**src/hdl/upct_cfg.svh**
```systemverilog
`ifndef UPCT_CFG_SVH
`define UPCT_CFG_SVH

// ---------------------------------------------------------------------------
// Table geometry
// ---------------------------------------------------------------------------

// Entries in the upper-PC table
`define UPCT_ENTRIES 8
// Index width, log2 of the entry count
`define UPCT_LOG_ENTRIES 3

// ---------------------------------------------------------------------------
// PC split
// ---------------------------------------------------------------------------

// Full target PC
`define UPCT_PC_WIDTH 32
// Low bits kept in the target buffer itself
`define UPCT_LOWER_WIDTH 10
// Shared upper bits held per table entry
`define UPCT_UPPER_WIDTH 22

`endif
```
**src/hdl/upct_pkg.sv**
```systemverilog
`include "upct_cfg.svh"

package upct_pkg;

    // -----------------------------------------------------------------------
    // Vector types
    // -----------------------------------------------------------------------

    typedef logic [`UPCT_PC_WIDTH-1:0]     full_pc_t;
    typedef logic [`UPCT_UPPER_WIDTH-1:0]  upper_pc_t;
    typedef logic [`UPCT_LOWER_WIDTH-1:0]  lower_pc_t;
    typedef logic [`UPCT_LOG_ENTRIES-1:0]  upct_idx_t;

    // One tree bit per internal node
    typedef logic [`UPCT_ENTRIES-2:0]      plru_t;

    // Whole table contents, entry 0 in the low bits
    typedef upper_pc_t [`UPCT_ENTRIES-1:0] upct_array_t;

    // -----------------------------------------------------------------------
    // Request and response bundles
    // -----------------------------------------------------------------------

    // Staged update, PC already split
    typedef struct packed {
        upper_pc_t upper;
        lower_pc_t lower;
    } update_req_t;

    // Read of one entry plus the low PC bits to rejoin
    typedef struct packed {
        upct_idx_t idx;
        lower_pc_t lower;
    } read_req_t;

    // Index handed back to the target buffer
    typedef struct packed {
        upct_idx_t idx;
        logic      hit;
    } update_rsp_t;

endpackage

```
**src/hdl/upct_top.sv**
```systemverilog
module upct_top
    import upct_pkg::*;
(
    input  logic        CLK,
    input  logic        nRST,

    // Update side
    input  logic        update_valid,
    input  full_pc_t    update_pc,

    // Read side
    input  logic        read_valid,
    input  read_req_t   read_req,

    // Index result of each update
    output logic        update_rsp_valid,
    output update_rsp_t update_rsp,

    // Rebuilt target of each read
    output logic        target_valid,
    output full_pc_t    target_pc
);

    // ------------------------------------------------------------------------
    // Internal wires
    // ------------------------------------------------------------------------

    logic        upd1_valid;
    update_req_t upd1_req;
    upct_array_t upct_array;
    logic        read_touch_valid;
    upct_idx_t   read_touch_idx;

    // Input register and PC split
    upct_update_in u_update_in (
        .CLK          (CLK),
        .nRST         (nRST),
        .update_valid (update_valid),
        .update_pc    (update_pc),
        .upd1_valid   (upd1_valid),
        .upd1_req     (upd1_req)
    );

    // Storage, match and replacement
    upct_table u_table (
        .CLK              (CLK),
        .nRST             (nRST),
        .upd1_valid       (upd1_valid),
        .upd1_req         (upd1_req),
        .read_touch_valid (read_touch_valid),
        .read_touch_idx   (read_touch_idx),
        .upct_array       (upct_array),
        .update_rsp_valid (update_rsp_valid),
        .update_rsp       (update_rsp)
    );

    // Read register and target rebuild
    upct_target_out u_target_out (
        .CLK              (CLK),
        .nRST             (nRST),
        .read_valid       (read_valid),
        .read_req         (read_req),
        .upct_array       (upct_array),
        .read_touch_valid (read_touch_valid),
        .read_touch_idx   (read_touch_idx),
        .target_valid     (target_valid),
        .target_pc        (target_pc)
    );

endmodule

```
**src/hdl/upct_target_out.sv**
```systemverilog
module upct_target_out
    import upct_pkg::*;
(
    input  logic        CLK,
    input  logic        nRST,

    // Read request from the target buffer
    input  logic        read_valid,
    input  read_req_t   read_req,

    // Current table contents
    input  upct_array_t upct_array,

    // Touch towards the PLRU
    output logic        read_touch_valid,
    output upct_idx_t   read_touch_idx,

    // Rebuilt target
    output logic        target_valid,
    output full_pc_t    target_pc
);

    // ------------------------------------------------------------------------
    // Request register
    // ------------------------------------------------------------------------

    logic      rd_valid_q;
    read_req_t rd_req_q;

    always_ff @(posedge CLK or negedge nRST) begin
        if (!nRST) begin
            rd_valid_q <= 1'b0;
            rd_req_q   <= '0;
        end else begin
            rd_valid_q <= read_valid;
            if (read_valid) begin
                rd_req_q <= read_req;
            end
        end
    end

    // Entry in use this cycle becomes most recent
    assign read_touch_valid = rd_valid_q;
    assign read_touch_idx   = rd_req_q.idx;

    // ------------------------------------------------------------------------
    // Target rebuild
    // ------------------------------------------------------------------------

    always_ff @(posedge CLK or negedge nRST) begin
        if (!nRST) begin
            target_valid <= 1'b0;
            target_pc    <= '0;
        end else begin
            target_valid <= rd_valid_q;
            // Shared upper bits joined with the request's own low bits
            if (rd_valid_q) begin
                target_pc <= {upct_array[rd_req_q.idx], rd_req_q.lower};
            end
        end
    end

endmodule

```
**src/hdl/upct_table.sv**
```systemverilog
`include "upct_cfg.svh"

module upct_table
    import upct_pkg::*;
(
    input  logic        CLK,
    input  logic        nRST,

    // Staged update
    input  logic        upd1_valid,
    input  update_req_t upd1_req,

    // Touch from the read side
    input  logic        read_touch_valid,
    input  upct_idx_t   read_touch_idx,

    // Table contents for target rebuild
    output upct_array_t upct_array,

    // Index result of the update
    output logic        update_rsp_valid,
    output update_rsp_t update_rsp
);

    // ------------------------------------------------------------------------
    // Replacement state
    // ------------------------------------------------------------------------

    logic      upd_touch_valid;
    upct_idx_t upd_touch_idx;
    upct_idx_t victim_idx;

    upct_plru u_plru (
        .CLK              (CLK),
        .nRST             (nRST),
        .read_touch_valid (read_touch_valid),
        .read_touch_idx   (read_touch_idx),
        .upd_touch_valid  (upd_touch_valid),
        .upd_touch_idx    (upd_touch_idx),
        .victim_idx       (victim_idx)
    );

    // ------------------------------------------------------------------------
    // Associative match
    // ------------------------------------------------------------------------

    logic      match_hit;
    upct_idx_t match_idx;
    upct_idx_t chosen_idx;

    always_comb begin
        match_hit = 1'b0;
        match_idx = '0;
        // Scan downwards so the lowest match is the one kept
        for (int i = `UPCT_ENTRIES - 1; i >= 0; i--) begin
            if (upct_array[i] == upd1_req.upper) begin
                match_hit = 1'b1;
                match_idx = upct_idx_t'(i);
            end
        end
    end

    // Hit keeps its entry, miss takes the victim
    assign chosen_idx = match_hit ? match_idx : victim_idx;

    // Every update refreshes its entry in the tree
    assign upd_touch_valid = upd1_valid;
    assign upd_touch_idx   = chosen_idx;

    // ------------------------------------------------------------------------
    // Storage
    // ------------------------------------------------------------------------

    always_ff @(posedge CLK or negedge nRST) begin
        if (!nRST) begin
            // All entries start as upper PC zero
            upct_array <= '0;
        end else begin
            if (upd1_valid && !match_hit) begin
                upct_array[chosen_idx] <= upd1_req.upper;
            end
        end
    end

    // ------------------------------------------------------------------------
    // Response register
    // ------------------------------------------------------------------------

    always_ff @(posedge CLK or negedge nRST) begin
        if (!nRST) begin
            update_rsp_valid <= 1'b0;
            update_rsp       <= '0;
        end else begin
            update_rsp_valid <= upd1_valid;
            if (upd1_valid) begin
                update_rsp.idx <= chosen_idx;
                update_rsp.hit <= match_hit;
            end
        end
    end

endmodule

```
**src/hdl/upct_plru.sv**
```systemverilog
`include "upct_cfg.svh"

module upct_plru
    import upct_pkg::*;
(
    input  logic      CLK,
    input  logic      nRST,

    // Touch from the read side
    input  logic      read_touch_valid,
    input  upct_idx_t read_touch_idx,

    // Touch from the update side
    input  logic      upd_touch_valid,
    input  upct_idx_t upd_touch_idx,

    // Entry to replace on a miss
    output upct_idx_t victim_idx
);

    // ------------------------------------------------------------------------
    // Tree helpers
    // ------------------------------------------------------------------------

    // Heap order: node n has children 2n+1 and 2n+2
    // Bit value 0 points at the lower half as less recently used
    function automatic plru_t touch(input plru_t tree, input upct_idx_t idx);
        plru_t t;
        int    node;
        t    = tree;
        node = 0;
        for (int lvl = 0; lvl < `UPCT_LOG_ENTRIES; lvl++) begin
            // Point away from the touched half
            t[node] = ~idx[`UPCT_LOG_ENTRIES-1-lvl];
            node    = 2 * node + 1 + int'(idx[`UPCT_LOG_ENTRIES-1-lvl]);
        end
        return t;
    endfunction

    // Follow the pointers from the root down to a leaf
    function automatic upct_idx_t walk(input plru_t tree);
        upct_idx_t v;
        int        node;
        v    = '0;
        node = 0;
        for (int lvl = 0; lvl < `UPCT_LOG_ENTRIES; lvl++) begin
            v[`UPCT_LOG_ENTRIES-1-lvl] = tree[node];
            node = 2 * node + 1 + int'(tree[node]);
        end
        return v;
    endfunction

    // ------------------------------------------------------------------------
    // State
    // ------------------------------------------------------------------------

    plru_t plru_q;
    plru_t plru_rd;
    plru_t plru_d;

    always_comb begin
        // Read first, update second, so the update ends most recent
        plru_rd = read_touch_valid ? touch(plru_q, read_touch_idx) : plru_q;
        plru_d  = upd_touch_valid ? touch(plru_rd, upd_touch_idx) : plru_rd;
    end

    always_ff @(posedge CLK or negedge nRST) begin
        if (!nRST) begin
            plru_q <= '0;
        end else begin
            plru_q <= plru_d;
        end
    end

    assign victim_idx = walk(plru_q);

endmodule

```
**src/hdl/upct_update_in.sv**
```systemverilog
`include "upct_cfg.svh"

module upct_update_in
    import upct_pkg::*;
(
    input  logic        CLK,
    input  logic        nRST,

    // Resolved branch target
    input  logic        update_valid,
    input  full_pc_t    update_pc,

    // Update1 stage towards the table
    output logic        upd1_valid,
    output update_req_t upd1_req
);

    // ------------------------------------------------------------------------
    // PC split
    // ------------------------------------------------------------------------

    update_req_t split_req;

    always_comb begin
        // Upper part goes to the table, lower part stays with the caller
        split_req.upper = update_pc[`UPCT_PC_WIDTH-1:`UPCT_LOWER_WIDTH];
        split_req.lower = update_pc[`UPCT_LOWER_WIDTH-1:0];
    end

    // ------------------------------------------------------------------------
    // Update1 register
    // ------------------------------------------------------------------------

    always_ff @(posedge CLK or negedge nRST) begin
        if (!nRST) begin
            upd1_valid <= 1'b0;
            upd1_req   <= '0;
        end else begin
            upd1_valid <= update_valid;
            // Hold the last request while idle
            if (update_valid) begin
                upd1_req <= split_req;
            end
        end
    end

endmodule

```
**config.mk**
```make
export PLATFORM = sky130hd
export DESIGN_NAME = upct_top
export DESIGN_NICKNAME = d
export VERILOG_FILES = /design/src/hdl/upct_pkg.sv /design/src/hdl/upct_top.sv /design/src/hdl/upct_target_out.sv /design/src/hdl/upct_table.sv /design/src/hdl/upct_plru.sv /design/src/hdl/upct_update_in.sv
export VERILOG_INCLUDE_DIRS = /design/src /design/src/hdl
export SDC_FILE = /design/constraint.sdc
export NUM_CORES = 1
export LEC_CHECK = 0
export BUFFER_PORTS_ARGS = -buffer_cell sky130_fd_sc_hd__buf_2
export CELL_PAD_IN_SITES_DETAIL_PLACEMENT = 0
export CELL_PAD_IN_SITES_GLOBAL_PLACEMENT = 2
export CORE_MARGIN = 2
export CORE_UTILIZATION = 38
export CTS_BUF_LIST = sky130_fd_sc_hd__clkbuf_2 sky130_fd_sc_hd__clkbuf_4 sky130_fd_sc_hd__clkbuf_8
export CTS_CLUSTER_SIZE = 16
export DETAILED_ROUTE_END_ITERATION = 8
export GPL_TIMING_DRIVEN = 0
export PLACE_DENSITY = 0.82
export RECOVER_POWER = 100
export SETUP_SLACK_MARGIN = 0.1
export SYNTH_ARGS = -nofsm -noshare
export SYNTH_HDL_FRONTEND = slang
export SYNTH_HIERARCHICAL = 1
export SYNTH_SLANG_ARGS = --single-unit
export TNS_END_PERCENT = 1
```
**constraint.sdc**
```tcl
create_clock -name CLK -period 6.15 [get_ports CLK]
set_clock_uncertainty 0.05 [all_clocks]
set_input_delay 0.615 -clock CLK [delete_from_list [all_inputs] [get_ports CLK]]
set_output_delay 0.615 -clock CLK [all_outputs]
set_load 0.005 [all_outputs]
```
==> impl_metrics.xml <==
<?xml version="1.0" encoding="UTF-8"?>
<metrics>
  <group name="die">
    <metric name="dieHeight" unit="µm">196</metric>
    <metric name="floorplan.initialDensity" unit="%">38.3</metric>
    <metric name="die-width" unit="µm">196</metric>
    <metric name="rows" unit="">70</metric>
    <metric name="pin_count" unit="">87</metric>
    <metric name="die-area" unit="µm²">38300</metric>
    <metric name="core" unit="µm²">36400</metric>
  </group>
  <group name="pwr">
    <metric name="total_power" unit="mW">7.74</metric>
    <metric name="maximum_resistive_drop_on_vdd" unit="mV">0.198</metric>
    <metric name="pwr_density" unit="nW/µm²">492</metric>
    <metric name="power_leakage" unit="nW">6.81</metric>
  </group>
  <group name="synthesis">
    <metric name="synthesis.instances" unit="">1116</metric>
    <metric name="synth.cell_area" unit="µm²">14000</metric>
    <metric name="synth_nets" unit="">1175</metric>
    <metric name="ys.warnings.count" unit="">6</metric>
    <metric name="syn_area_per_cell" unit="µm²">12.5</metric>
  </group>
  <group name="clock_tree">
    <metric name="cts_inserted_buffers" unit="">47</metric>
    <metric name="clk_root_buffer_cell" unit="">clkbuf_8</metric>
    <metric name="cts_sinks" unit="">258</metric>
    <metric name="tritoncts" unit="">yes</metric>
    <metric name="clkSlewWorstSetupHoldPaths" unit="ns">0.06</metric>
    <metric name="postCtsResizedCells" unit="">0</metric>
    <metric name="cts_buffer_depth" unit="">3</metric>
    <metric name="post_cts_buffers" unit="">0</metric>
    <metric name="htree_levels" unit="">2</metric>
    <metric name="clk_latency" unit="ns">0.62</metric>
  </group>
  <group name="setup_path">
    <metric name="worstPathMaxFanout" unit="">18</metric>
    <metric name="crit_arrival" unit="ns">5.57</metric>
    <metric name="crit_type" unit="">flip-flop to flip-flop</metric>
    <metric name="worstReg2RegEnd" unit="">u_table/upct_array[13]</metric>
    <metric name="cp-end-kind" unit="">flip-flop</metric>
    <metric name="setup.reg_to_reg.worst_slack" unit="ns">1.0</metric>
    <metric name="r2r_start" unit="">u_update_in/upd1_req[30]</metric>
    <metric name="worstRegToRegCells" unit="">12</metric>
    <metric name="timing.critical_path.required" unit="ns">6.57</metric>
    <metric name="timing.critical_path.from_type" unit="">flip-flop</metric>
  </group>
  <group name="outcome">
    <metric name="run_status" unit="">finished with violations</metric>
    <metric name="violations" unit="">max-capacitance violations, max-slew violations</metric>
  </group>
  <group name="timing">
    <metric name="post-route-worst-setup-slack" unit="ns">1.00</metric>
    <metric name="max_slew_margin" unit="%">-96.8</metric>
    <metric name="worst-slew-pin-transition" unit="ns">2.95</metric>
    <metric name="hold_violations" unit="">0</metric>
    <metric name="final.min_clock_period" unit="ns">5.15</metric>
    <metric name="timing.final.setup_violations" unit="">0</metric>
    <metric name="final_max_slew_viol_count" unit="">48</metric>
    <metric name="grt_setup_unrepaired" unit="">false</metric>
    <metric name="worst_hold_slack" unit="ns">0.0928</metric>
    <metric name="fmax" unit="MHz">194</metric>
    <metric name="final.period_utilization" unit="%">83.7</metric>
  </group>
  <group name="global_routing">
    <metric name="grt_pass1_vias" unit="">9766</metric>
    <metric name="pin_count_of_the_biggest_net_entering_global_routing" unit="">113</metric>
    <metric name="first_pass_grt_wire_length" unit="µm">64600</metric>
    <metric name="track_usage" unit="%">23.2</metric>
    <metric name="overflow_left_after_global_routing" unit="">0</metric>
    <metric name="number_of_antenna_violations_at_the_first_check_in_global_routing" unit="">0</metric>
  </group>
  <group name="finish">
    <metric name="finish.utilization" unit="%">43.2</metric>
    <metric name="ff_latch_area" unit="µm²">6460</metric>
    <metric name="filler_cell_count" unit="">3577</metric>
    <metric name="area_used_by_multi_input_combinational_logic" unit="µm²">6740</metric>
    <metric name="layout-drive-gt1-share" unit="%">32.2</metric>
    <metric name="mostFrequentLayoutCells" unit="">258 x dfrtp_1, 203 x mux2_2, 118 x xnor2_1</metric>
    <metric name="num-nets-final" unit="">1303</metric>
    <metric name="layout.cells.most_common" unit="">dfrtp_1</metric>
    <metric name="area_delta_synth_final" unit="%">12.6</metric>
    <metric name="diodes" unit="">0</metric>
  </group>
  <group name="detailed_routing">
    <metric name="remaining_drc_errors" unit="">0</metric>
    <metric name="length_of_routed_met2_wiring" unit="µm">20000</metric>
    <metric name="wirelength_met1" unit="µm">19200</metric>
    <metric name="route.vias.total" unit="">9560</metric>
    <metric name="top_layer" unit="">met4</metric>
    <metric name="routed_length_on_met3" unit="µm">2540</metric>
    <metric name="routed_wire_length_per_instance" unit="µm">25.0</metric>
    <metric name="wirelength" unit="µm">43500</metric>
    <metric name="first_iter_violations" unit="">723</metric>
    <metric name="firstDrtPassIters" unit="">5</metric>
    <metric name="route.antenna.remaining_nets" unit="">0</metric>
    <metric name="vias_per_cell" unit="">5.48</metric>
  </group>
  <group name="hold_path">
    <metric name="hold_start" unit="">update_valid</metric>
    <metric name="min_path_type" unit="">input port to flip-flop</metric>
    <metric name="hold-path-endpoint" unit="">u_update_in/upd1_valid</metric>
    <metric name="hold_path_depth" unit="">1</metric>
  </group>
  <group name="placement">
    <metric name="detailedPlacementHpwl" unit="µm">31700</metric>
    <metric name="dpl_worst_slack" unit="ns">1.54</metric>
    <metric name="place.gp.congestion" unit="">0.977</metric>
    <metric name="port_buffer_count" unit="">76</metric>
  </group>
  <group name="run">
    <metric name="cap_violations" unit="">1</metric>
  </group>
</metrics>
==> final cells by class <==
cell class	instances	share of cell area, %
timing repair buffer	79	2.64
sequential	258	41.1
inverter	8	0.191
clock buffer	76	5.90
multi-input combinational	745	42.8
tap	468	3.72
buffer	105	3.42
clock inverter	5	0.215
==> where the power goes <==
group          internal, mW  total (mW)  switching, mW  leakage, nW
Clock                 0.948        1.69          0.741        0.515
Sequential             2.41        3.04          0.623         3.09
Combinational          1.50        3.02           1.52         3.21
Total                  4.86        7.74           2.88         6.81
==> state kept, by name, summed over array words and instances (netlist names) <==
| signal | flops |
|---|---|
| u_table/u_plru/plru_q | 7 |
| u_update_in/upd1_valid | 1 |
| u_target_out/target_pc | 32 |
| u_target_out/read_touch_idx | 3 |
| u_target_out/read_touch_valid | 1 |
| u_table/upct_array | 176 |
| u_table/update_rsp_valid | 1 |
| u_target_out/rd_req_q | 10 |
| u_target_out/target_valid | 1 |
| u_table/update_rsp | 4 |
| u_update_in/upd1_req | 22 |
==> worst max-delay path, stage by stage (launching register included) <==
cell      delay [ns]
dfrtp_1         0.38
clkbuf_1        0.29
xnor2_1         0.59
nand4_1         0.17
nor4_1          0.79
and4_1          0.32
a311oi_1        0.06
o21ba_2         0.23
clkbuf_1        0.31
and4b_1         0.35
clkbuf_1        0.30
clkbuf_1        0.71
mux2_2          0.42
==> worst max path at each step <==
stage                               endpoint                      from  depth (start not counted)
floorplan           u_table/u_plru/plru_q[0]  u_update_in/upd1_req[11]                         13
global placement    u_update_in/upd1_req[22]                      nRST                          1
detailed placement  u_table/u_plru/plru_q[0]  u_update_in/upd1_req[27]                         13
CTS                 u_table/u_plru/plru_q[0]  u_update_in/upd1_req[30]                         13
global route          u_table/upct_array[13]  u_update_in/upd1_req[30]                         12
finish                u_table/upct_array[13]  u_update_in/upd1_req[30]                         12
==> what timing repair did <==
action / in CTS / in global routing
hold endpoints to repair: 47 / 0
endpoints found under the setup margin: 0 / 0
hold buffers: 1 / 0
==> per-layer routing <==
metal	track usage, %	vias up
met1	31.6	4947
met5	0	-
li1	-	4246
met2	36.3	287
met4	10.1	0
met3	4.07	80
==> stage by stage <==
| step | instance area, µm² | std cells | setup TNS, ns |
|---|---|---|---|
| after global placement | 14900 | 1660 | -138.07 |
| after global routing | 15700 | 1744 | 0 |
| final | 15700 | 1744 | 0 |
| after floorplan | 14000 | 1116 | 0 |
| after CTS | 16000 | 1744 | 0 |
| after detailed placement | 15000 | 1662 | 0 |
(Power assumes the default switching activity.)
